### src/verilog/mult_cfg.svh
// widths, stage count and register tag sizes for the multiply unit
// plus the zero register and the multiply function codes
`ifndef MULT_CFG_SVH
`define MULT_CFG_SVH

//////////////////////////////////////////////////
// datapath
`define XLEN          64                        // operand and result width
`define STAGE_BITS    16                        // multiplier bits per stage
`define NUM_STAGES    (`XLEN / `STAGE_BITS)     // 4 stages
`define MULT_LATENCY  (`NUM_STAGES + 1)         // issue reg + stages

//////////////////////////////////////////////////
// register tags
`define PR_IDX_W      7                         // physical reg tag
`define AR_IDX_W      5                         // architectural reg tag
`define ZERO_REG      5'd31                     // r31 always reads zero

//////////////////////////////////////////////////
// function field, instruction bits 11:5
`define FUNC_MULL     7'h00
`define FUNC_MULQ     7'h20

`endif

### src/verilog/mult_pkg.sv
// types shared by the multiply unit
// operand-B source select and the multiply opcode

package mult_pkg;

  // operand-B source, driven by the decoder along with the instruction
  // codes 2 and 3 are unused and give a zero operand
  typedef enum logic [1:0]
  {
    opb_is_regb    = 2'h0,  // register B value
    opb_is_alu_imm = 2'h1   // zero-extended 8-bit literal
  } opb_sel_e;

  // multiply flavour, decoded from the function field
  typedef enum logic
  {
    op_mulq = 1'b0,         // low 64 bits of the product
    op_mull = 1'b1          // low 32 bits, sign-extended
  } mult_op_e;

endpackage

### src/verilog/mult_ctrl.sv
// control for the multiply lane
// opcode decode and the valid/opcode/tag shift register that
// runs alongside the multiplier stages and drives completion

`timescale 1ns/10ps

`include "mult_cfg.svh"

module mult_ctrl
  import mult_pkg::*;
(
  input  logic                 clock,
  input  logic                 reset,
  input  logic                 op_valid,       // from the issue register
  input  logic [6:0]           op_func,
  input  logic [`PR_IDX_W-1:0] op_pr_idx,
  input  logic [`AR_IDX_W-1:0] op_ar_idx,
  output mult_op_e             last_op,        // to result formatting
  output logic                 complete,
  output logic [`PR_IDX_W-1:0] result_pr_idx,
  output logic [`AR_IDX_W-1:0] result_ar_idx
);

  mult_op_e                dec_op;
  logic [`NUM_STAGES-1:0]  valid_q;            // bit g matches stage g
  mult_op_e                op_q     [`NUM_STAGES];
  logic [`PR_IDX_W-1:0]    pr_idx_q [`NUM_STAGES];
  logic [`AR_IDX_W-1:0]    ar_idx_q [`NUM_STAGES];

  //////////////////////////////////////////////////
  // decode
  // anything but mull is treated as mulq
  always_comb
  begin
    if (op_func == `FUNC_MULL)
    begin
      dec_op = op_mull;
    end
    else
    begin
      dec_op = op_mulq;
    end
  end

  //////////////////////////////////////////////////
  // stage tracking
  always_ff @(posedge clock)
  begin
    if (reset)
    begin
      valid_q <= '0;                            // pipe empty
    end
    else
    begin
      valid_q <= {valid_q[`NUM_STAGES-2:0], op_valid};
    end
  end

  // opcode and tags move with the data, no reset
  always_ff @(posedge clock)
  begin
    op_q[0]     <= dec_op;
    pr_idx_q[0] <= op_pr_idx;
    ar_idx_q[0] <= op_ar_idx;
    for (int i = 1; i < `NUM_STAGES; i++)
    begin
      op_q[i]     <= op_q[i-1];
      pr_idx_q[i] <= pr_idx_q[i-1];
      ar_idx_q[i] <= ar_idx_q[i-1];
    end
  end

  // last entry lines up with the last stage registers
  assign last_op       = op_q[`NUM_STAGES-1];
  assign complete      = valid_q[`NUM_STAGES-1];   // one-cycle pulse
  assign result_pr_idx = pr_idx_q[`NUM_STAGES-1];
  assign result_ar_idx = ar_idx_q[`NUM_STAGES-1];

  //////////////////////////////////////////////////
  // checks
  // only the two multiply functions are ever routed to this lane
  assert property (@(posedge clock) disable iff (reset)
    op_valid |-> (op_func == `FUNC_MULL) || (op_func == `FUNC_MULQ))
    else $error("unsupported multiply function %h", op_func);

  // every completion traces back to an issue NUM_STAGES cycles earlier
  assert property (@(posedge clock) disable iff (reset)
    complete |-> $past(op_valid, `NUM_STAGES))
    else $error("completion without matching issue");

endmodule

### config.mk
export PLATFORM = sky130hd
export DESIGN_NAME = mult_ctrl
export DESIGN_NICKNAME = d
export VERILOG_FILES = /design/src/verilog/mult_pkg.sv /design/src/verilog/mult_ctrl.sv
export VERILOG_INCLUDE_DIRS = /design/src /design/src/verilog
export SDC_FILE = /design/constraint.sdc
export NUM_CORES = 1
export LEC_CHECK = 0
export BUFFER_PORTS_ARGS = -buffer_cell sky130_fd_sc_hd__buf_2
export CAP_MARGIN = 10
export CORE_MARGIN = 4
export CORE_UTILIZATION = 30
export CTS_CLUSTER_SIZE = 40
export DETAILED_ROUTE_END_ITERATION = 7
export GPL_TIMING_DRIVEN = 0
export MAX_ROUTING_LAYER = met4
export PLACE_DENSITY_LB_ADDON = 0.25
export SYNTH_ARGS = -nofsm -noshare
export SYNTH_HDL_FRONTEND = slang
export SYNTH_SLANG_ARGS = --single-unit
### constraint.sdc
create_clock -name clock -period 1.3 [get_ports clock]
set_clock_uncertainty 0.15 [all_clocks]
set_input_delay 0.065 -clock clock [delete_from_list [all_inputs] [get_ports clock]]
set_output_delay 0.065 -clock clock [all_outputs]
set_load 0.03 [all_outputs]
==> metrics.csv <==
metric,value,unit
status,completed,
share of cells above drive strength 1,0.3279,
"Reg clk slew, reported paths",0.09,ns
Async SR Flop Fraction,0,
largest net degree at the start of global routing,17,
max cap viols,0,
worst path bufs/invs,1,
CP Depth,3,
count of cell types in the netlist,4,
synthesized area per cell,18.87,um2
vias in the first global route,669,
Total Power,2.995,mW
CP max-delay cell,dlygate4sd3_1,
Final GP Congestion,0.6220,
Worst Setup End Kind,flip-flop,
Synth Net Count,84,
"Top FF cell, synth",dfxtp_1,
Setup TNS Final,0,ns
Synth Cell Area,0.001170,mm2
number of synthesized flops with an enable pin,0,
post-synthesis sequential area ratio,0.9583,
Die W,70.45,um
Die Footprint,0.004963,mm2
Fmax,786.3,MHz
crit path DAT,1.34,ns
die height,70.45,um
Post-synth top cells,"dfxtp_1, nor2b_1, nor4_2, or4_4",
Detailed Route Iter0 Violations,28,
area of placed instances,0.001405,mm2
initial antenna violation count,0,
hpwl dp,931.7,um
final hold violation count,0,
core area,0.003716,mm2
Hold Path Cell Cnt,0,
Area Growth Syn to Fin,45.56,%
DR pass1 iterations,2,
top-area cell type share of the netlist area,0.9583,
max_slew headroom,0.8827,
Layout Cell Area excl Fill,0.001703,mm2
Yosys warnings,0,
Startpoint Class,input port,
Initial Util,0.3148,
crit path kind,in -> reg,
Max Buffers Root-to-Sink,2,
ranking of synthesized cells by area,"dfxtp_1, nor2b_1, nor4_2",
synthesized flop and latch total,56,
GRT Overall Usage,0.07493,
DR DRC count,0,
H-tree depth,2,
CP max FO,1,
most frequent cell after synthesis,dfxtp_1,
setup violators final,0,
IO Pins,36,
postcts setup bufs,0,
TritonCTS sink count,56,
final period utilization,0.9782,
CTS buffer count,5,
Tmin final,1.272,ns
VDD IR max,0.7492,mV
"slowest stage delay, CP",0.54,ns
vias,593,
CP Data Required Time,1.36,ns
post-route ant nets,0,
Worst-Skew Late Latency,0.29,ns
Least-Margin Pin Slew,0.1745,ns
WL final,1.433,mm
first-pass GRT wire length,2.704,mm
Post-Syn Instances,62,
port buffer count,35,
CTS tree,built,
Root Buffer,clkbuf_8,
Max Slew Vio Count,0,
Leak,0.7500,nW
RSZ-0062 raised after global routing,no,
total grt overflow,0,
routed len/inst,8.429,um
pwr dens,1758,mW/mm2
depth of the most critical reg-to-reg path,1,
vias per inst,3.488,
fin nets,143,
class of the worst hold path,reg -> reg,
crit-path cells,dlygate4sd3_1 > or4_4 > nor4_2,
n_diodes,0,
Std-Cell Rows,22,
most area-hungry cell type in the Yosys netlist,dfxtp_1,
Top delay family on crit path,simple AND/OR/NAND/NOR gates,
[flip-flops by register name, indices dropped and copies added, names as in the netlist]
register / cells
pr_idx_q: 28
ar_idx_q: 20
op_q: 4
valid_q: 4
[report_power, final]
group	switching, mW	internal [mW]	leakage, nW
sequential	0.0157	1.80	0.470
combinational	0.0646	0.0758	0.225
clock	0.470	0.571	0.0552
total	0.550	2.44	0.750
[worst paths after layout]
path                        from             end  slack, ns
setup / recovery      op_func[1]         op_q[0]       0.03
hold / removal    pr_idx_q[1][1]  pr_idx_q[2][1]       0.18
setup reg to reg      valid_q[2]      valid_q[3]       0.62
hold reg to reg   pr_idx_q[1][1]  pr_idx_q[2][1]       0.18
[layout make-up]
cell class	count	area [um2]
clock inverters	2	35.03
repair buffers	52	365.4
multi-input cells	6	48.80
fillers	345	2013
flip-flops and latches	56	1121
well taps	48	60.06
clock buffers	6	72.57
[stage by stage]
| stage | std cells | util | worst slack, ns | hold WS (ns) |
|---|---|---|---|---|
| 2_1_floorplan | 62 | - | 0.3718 | -0.05728 |
| 3_3_place_gp | 145 | 0.3781 | 0.2672 | 0.01820 |
| 3_5_place_dp | 145 | 0.3781 | 0.2427 | 0.01862 |
| 4_1_cts | 174 | 0.4636 | 0.01556 | 0.1826 |
| 5_1_grt | 170 | 0.4582 | 0.002282 | 0.1910 |
| 6_report | 170 | 0.4582 | 0.02830 | 0.1804 |
[layout by cell type (no fill, tap or decap)]
cell           count
or4_4              1
dlygate4sd3_1     21
clkinv_2           1
dfxtp_1           56
nor2b_1            4
clkbuf_8           5
bufinv_16          1
clkbuf_1           1
buf_2             31
nor4_2             1
[logic make-up (layout without fill, tap and decap cells)]
| family | Yosys count | after routing | synth area share |
|---|---|---|---|
| flops | 56 | 56 | 0.9583 |
| simple gates | 6 | 6 | 0.04171 |
| buf+inv | 0 | 60 | 0 |
[timing repair]
item	in CTS	in global routing
resized for setup	0	0
hold buffers	21	0
endpoints found under the setup margin	0	1
endpoints found under the hold margin	17	0
[metal layers]
metal	track usage	part of all wire	wire length [um]
met5	-	0	0
met4	0.03830	0	0
met3	0.04317	0.11	152
met2	0.1299	0.53	756
met1	0.06272	0.36	523
(Power assumes the default switching activity.)
