--- src/verilog/mult_cfg.svh ---
// widths, stage count and register tag sizes for the multiply unit
// plus the zero register and the multiply function codes
`ifndef MULT_CFG_SVH
`define MULT_CFG_SVH

//////////////////////////////////////////////////
// datapath
`define XLEN          64                        // operand and result width
`define STAGE_BITS    16                        // multiplier bits per stage
`define NUM_STAGES    (`XLEN / `STAGE_BITS)     // 4 stages
`define MULT_LATENCY  (`NUM_STAGES + 1)         // issue reg + stages

//////////////////////////////////////////////////
// register tags
`define PR_IDX_W      7                         // physical reg tag
`define AR_IDX_W      5                         // architectural reg tag
`define ZERO_REG      5'd31                     // r31 always reads zero

//////////////////////////////////////////////////
// function field, instruction bits 11:5
`define FUNC_MULL     7'h00
`define FUNC_MULQ     7'h20

`endif

--- src/verilog/mult_pkg.sv ---
// types shared by the multiply unit
// operand-B source select and the multiply opcode

package mult_pkg;

  // operand-B source, driven by the decoder along with the instruction
  // codes 2 and 3 are unused and give a zero operand
  typedef enum logic [1:0]
  {
    opb_is_regb    = 2'h0,  // register B value
    opb_is_alu_imm = 2'h1   // zero-extended 8-bit literal
  } opb_sel_e;

  // multiply flavour, decoded from the function field
  typedef enum logic
  {
    op_mulq = 1'b0,         // low 64 bits of the product
    op_mull = 1'b1          // low 32 bits, sign-extended
  } mult_op_e;

endpackage

--- src/verilog/mult_operand_sel.sv ---
// issue register for one multiply lane
// operand-B mux, literal build and zero-register forcing

`timescale 1ns/10ps

`include "mult_cfg.svh"

module mult_operand_sel
  import mult_pkg::*;
(
  input  logic                 clock,
  input  logic                 reset,
  input  logic                 issue_valid,
  input  logic [31:0]          issue_ir,
  input  opb_sel_e             issue_opb_sel,
  input  logic [`XLEN-1:0]     issue_pra,
  input  logic [`XLEN-1:0]     issue_prb,
  input  logic [`PR_IDX_W-1:0] issue_dest_pr_idx,
  input  logic [`AR_IDX_W-1:0] issue_dest_ar_idx,
  output logic [`XLEN-1:0]     mcand,      // operand A
  output logic [`XLEN-1:0]     mplier,     // operand B
  output logic                 op_valid,
  output logic [6:0]           op_func,
  output logic [`PR_IDX_W-1:0] op_pr_idx,
  output logic [`AR_IDX_W-1:0] op_ar_idx
);

  logic                 valid_q;
  logic [31:0]          ir_q;
  opb_sel_e             opb_sel_q;
  logic [`XLEN-1:0]     pra_q;
  logic [`XLEN-1:0]     prb_q;
  logic [`PR_IDX_W-1:0] pr_idx_q;
  logic [`AR_IDX_W-1:0] ar_idx_q;
  logic                 ra_is_zero;
  logic                 rb_is_zero;
  logic [`XLEN-1:0]     alu_imm;

  //////////////////////////////////////////////////
  // issue register
  always_ff @(posedge clock)
  begin
    if (reset)
    begin
      valid_q   <= 1'b0;
      ir_q      <= '0;
      opb_sel_q <= opb_sel_e'(2'b00);
      pra_q     <= '0;
      prb_q     <= '0;
      pr_idx_q  <= '0;
      ar_idx_q  <= '0;
    end
    else
    begin
      valid_q   <= issue_valid;    // strobe, one per instruction
      ir_q      <= issue_ir;
      opb_sel_q <= issue_opb_sel;
      pra_q     <= issue_pra;
      prb_q     <= issue_prb;
      pr_idx_q  <= issue_dest_pr_idx;
      ar_idx_q  <= issue_dest_ar_idx;
    end
  end

  //////////////////////////////////////////////////
  // operand select
  assign ra_is_zero = (ir_q[25:21] == `ZERO_REG);  // ra field
  assign rb_is_zero = (ir_q[20:16] == `ZERO_REG);  // rb field
  assign alu_imm    = {{(`XLEN-8){1'b0}}, ir_q[20:13]};  // 8-bit literal

  assign mcand = ra_is_zero ? '0 : pra_q;

  always_comb
  begin
    case (opb_sel_q)
      opb_is_regb:    mplier = rb_is_zero ? '0 : prb_q;
      opb_is_alu_imm: mplier = alu_imm;
      default:        mplier = '0;             // undefined select
    endcase
  end

  // control side, straight from the register
  assign op_valid  = valid_q;
  assign op_func   = ir_q[11:5];
  assign op_pr_idx = pr_idx_q;
  assign op_ar_idx = ar_idx_q;

  // decoder must hand over a clean select with every instruction
  assert property (@(posedge clock) disable iff (reset)
    op_valid |-> !$isunknown(opb_sel_q))
    else $error("operand select unknown on a valid issue");

endmodule

--- config.mk ---
export PLATFORM = sky130hd
export DESIGN_NAME = mult_operand_sel
export DESIGN_NICKNAME = d
export VERILOG_FILES = /design/src/verilog/mult_pkg.sv /design/src/verilog/mult_operand_sel.sv
export VERILOG_INCLUDE_DIRS = /design/src /design/src/verilog
export SDC_FILE = /design/constraint.sdc
export NUM_CORES = 1
export LEC_CHECK = 0
export ABC_AREA = 1
export BUFFER_PORTS_ARGS = -buffer_cell sky130_fd_sc_hd__buf_2
export CORE_MARGIN = 2
export CORE_UTILIZATION = 40
export DETAILED_ROUTE_END_ITERATION = 6
export HOLD_SLACK_MARGIN = 0.15
export PLACE_DENSITY = 0.74
export SETUP_SLACK_MARGIN = 0.15
export SLEW_MARGIN = 20
export SYNTH_ARGS = -nofsm -noshare
export SYNTH_HDL_FRONTEND = slang
export SYNTH_SLANG_ARGS = --single-unit
--- constraint.sdc ---
create_clock -name clock -period 1.1 [get_ports clock]
set_input_delay 0.165 -clock clock [delete_from_list [all_inputs] [get_ports clock]]
set_output_delay 0.165 -clock clock [all_outputs]
set_load 0.03 [all_outputs]
==> metrics.cfg <==
[power_and_ir_drop]
internal_power_mw = 11.58
p_per_area_nw_per_um2 = 1268
clkPwrFrac = 0.387
power_switching_mw = 4.335
ir_worst_vdd_uv = 1119
p_comb_frac = 0.211
p_leak_nw = 6.365
p_seq_frac = 0.402
sw_frac_of_total = 0.2723

[flow_run]
maxCapViolations = 0

[logic_synthesis]
post_synth_fa_ha_maj_area_fraction = 0
yosysSeqAreaShare = 0.5518
synth-async-reset-ratio = 0
synth_flop_cell = dfxtp_1
synth-edff-count = 0
synth_compound_area_frac = 0
syn_area_um2 = 5913
synth_xor_area_frac = 0
synth_top_cell_by_area = dfxtp_1
synth_top_family_by_area = simple AND/OR/NAND/NOR gates
ys_types = 15
netlist.area_leader.share = 0.5518
post-synth-top-count-cell = nor2_1
yosys_warnings = 0
ys_seq_elements = 163
synth_common_cells = nor2_1 (292), inv_1 (238), dfxtp_1 (163), nand2_1 (83), buf_2 (17)
avgSynthCellArea_um2 = 7.150
synthMuxAreaShare = 0
synth_fp_nets = 1004
synthSimpleGateAreaFrac = 0.2440
synthTopCellsByArea = dfxtp_1 (55%), nor2_1 (19%), inv_1 (15%), nand2_1 (5.3%), buf_2 (1.4%)
synthCells = 827

[cells_and_area]
areaGrowthSynthToFinish_pct = 112.3
final_layout_size_suffix_gt1_frac = 0.4397
finalNetCount = 1508
fin_cells = 1534

[worst_setup_path]
worst-setup-path-type = flop to output port
cp.required_ps = 940
crit_path_max_fanout = 13
cp_data_arrival_time_ps = 1640
setup.worst_path.start = opb_sel_q[0]
cp-start-kind = flop
crit_end = mplier[30]
crit_path_end_kind = output port

[drt]
drt_pass1_iterations = 5
vias = 7291
viasPerCell = 4.753
postRouteAntennaNets = 0
wirelength_mm = 28.81
drt_iter0_drc = 569
routedWlPerCell_um = 18.78
drc = 0

[outcome]
violations = setup timing
outcome = finished with violations

[die]
boundaryPins = 325
core_area_um2 = 14480
fp.dieW_um = 125.6
fp.dieH_um = 125.6
start_util = 0.4084
die_area_um2 = 15770
fp-row-count = 44

[global_route]
grt_max_degree = 61
antenna_found_initial = 6
overflow = 0
grt_pass1_vias = 7652
grt_usage = 0.3077
grt_pass1_wl_mm = 38.11

[sta]
hold_violations = 0
fin_crit_ps = 1809
fin_ws_ps = -708.9
rsz0062_at_grt = yes
whs_ps = 234.2
worst_pin_slew_ps = 271.9
setup_viol = 128
max_slew_margin = 0.8187
period_share = 1.644
max_freq_mhz = 552.8
final_max_slew_viol_count = 0

[clock_network]
clk_path_buf_depth = 2
cts_htree_levels = 4
cts_buffers = 17
tritoncts = yes
clock_sinks = 163
cts.clk_slew.worst_paths_ps = 60
clockRootBuffer = clkbuf_16

[worst_hold_path]
hold_path_class = input pin to flop
min_path_cells = 3

[place]
place.gp.congestion = 0.8096
numPortBuffers = 312
hpwlAfterDp_mm = 11.12
dp_cells = 1304

## final cells by class
cell class | count | area (um2)
Fill cell | 592 | 1924
Timing Repair Buffer | 528 | 5084
Multi-Input combinational cell | 380 | 2399
Clock inverter | 9 | 126.4
Clock buffer | 23 | 478.0
Antenna cell | 6 | 15.01
Sequential cell | 163 | 3303
Inverter | 241 | 919.6
Tap cell | 184 | 230.2
## worst max-delay path, cell delays in order, from the launching register on
cell and delay (ps):
dfxtp_2 310, inv_2 70, nand2_4 70, inv_4 90, buf_4 140, buf_12 160
nand2_2 90, nor2_4 140, buf_6 140
## through the flow
stage	power (mW)	setup WS, ps	utilization	TNS (ps)	area (um2)
finish	15.92	-708.9	0.8671	-81940	12550
global placement	8.432	-204.9	0.5776	-17710	8363
global route	16.40	-749.5	0.8671	-87010	12550
detailed placement	8.473	-249.6	0.5776	-20190	8363
floorplan	7.787	-103.6	-	-7881	6610
CTS	15.39	-660.6	0.8231	-75070	11920
## worst min-delay path by stage
stage	endpoint	start
3_5_place_dp	pra_q[14]	issue_pra[14]
3_3_place_gp	op_pr_idx[5]	issue_dest_pr_idx[5]
2_1_floorplan	ir_q[10]	issue_ir[10]
5_1_grt	pra_q[23]	reset
6_report	pra_q[20]	reset
4_1_cts	prb_q[47]	reset
## what timing repair did
| item | 4_1_cts | 5_1_grt |
|---|---|---|
| setup buffers | 13 | 3 |
| hold endpoints to repair | 163 | 0 |
| pin swaps | 14 | 6 |
| setup endpoints to repair | 148 | 148 |
| gates cloned | 8 | 5 |
| hold buffers | 163 | 0 |
| gates resized for setup | 317 | 155 |
## layer usage
metal  part of all wire  wire length (um)  up-vias  track usage
met3              0.064              1842      167      0.07873
met5                  0                 0        -            0
li1                   -                 -     3243            -
met4              0.075              2160        0       0.1987
met2               0.54             15440      484       0.5777
met1               0.33              9365     3397       0.2948
## cell usage in the layout, fill, tap and decap left out
| cell | synthesis | layout |
|---|---|---|
| nand2_1 | 83 | 39 |
| buf_4 | 7 | 20 |
| dfxtp_2 | 0 | 32 |
| inv_2 | 3 | 4 |
| clkbuf_16 | 0 | 22 |
| inv_1 | 238 | 235 |
| dlygate4sd3_1 | 0 | 163 |
| diode_2 | 0 | 6 |
| buf_16 | 0 | 12 |
| bufinv_16 | 0 | 3 |
| inv_12 | 0 | 1 |
| nor2_1 | 292 | 182 |
| dfxtp_1 | 163 | 131 |
| clkbuf_8 | 0 | 3 |
| nor2_2 | 2 | 9 |
| clkinv_2 | 0 | 4 |
| nor2_4 | 0 | 103 |
| buf_12 | 0 | 19 |
| clkbuf_1 | 8 | 3 |
| inv_4 | 0 | 1 |
| buf_8 | 5 | 5 |
| nand2_4 | 1 | 11 |
| nand2_2 | 1 | 35 |
| inv_6 | 0 | 1 |
| buf_6 | 5 | 139 |
| nand3_2 | 0 | 1 |
| buf_2 | 17 | 165 |
| clkinvlp_4 | 0 | 1 |
## cell families (layout without fill, tap and decap cells)
family | after synthesis | after routing
buffers and inverters | 284 | 801
DFF | 163 | 163
other | 0 | 6
and+or+nand+nor | 380 | 380
## power groups by stage
stage / combinational, mW / clock, mW / sequential (mW)
after floorplan: 1.32 / 0 / 6.47
after global placement: 2.01 / 0 / 6.42
after detailed placement: 2.04 / 0 / 6.44
after CTS: 2.93 / 6.12 / 6.35
after global routing: 3.51 / 6.49 / 6.41
final: 3.36 / 6.16 / 6.40
## flip-flops by register name (all words and copies together) (netlist names)
register / cells
opb_sel_q: 2
prb_q: 64
pra_q: 64
op_ar_idx: 5
ir_q: 20
op_valid: 1
op_pr_idx: 7
(Power assumes the default switching activity.)
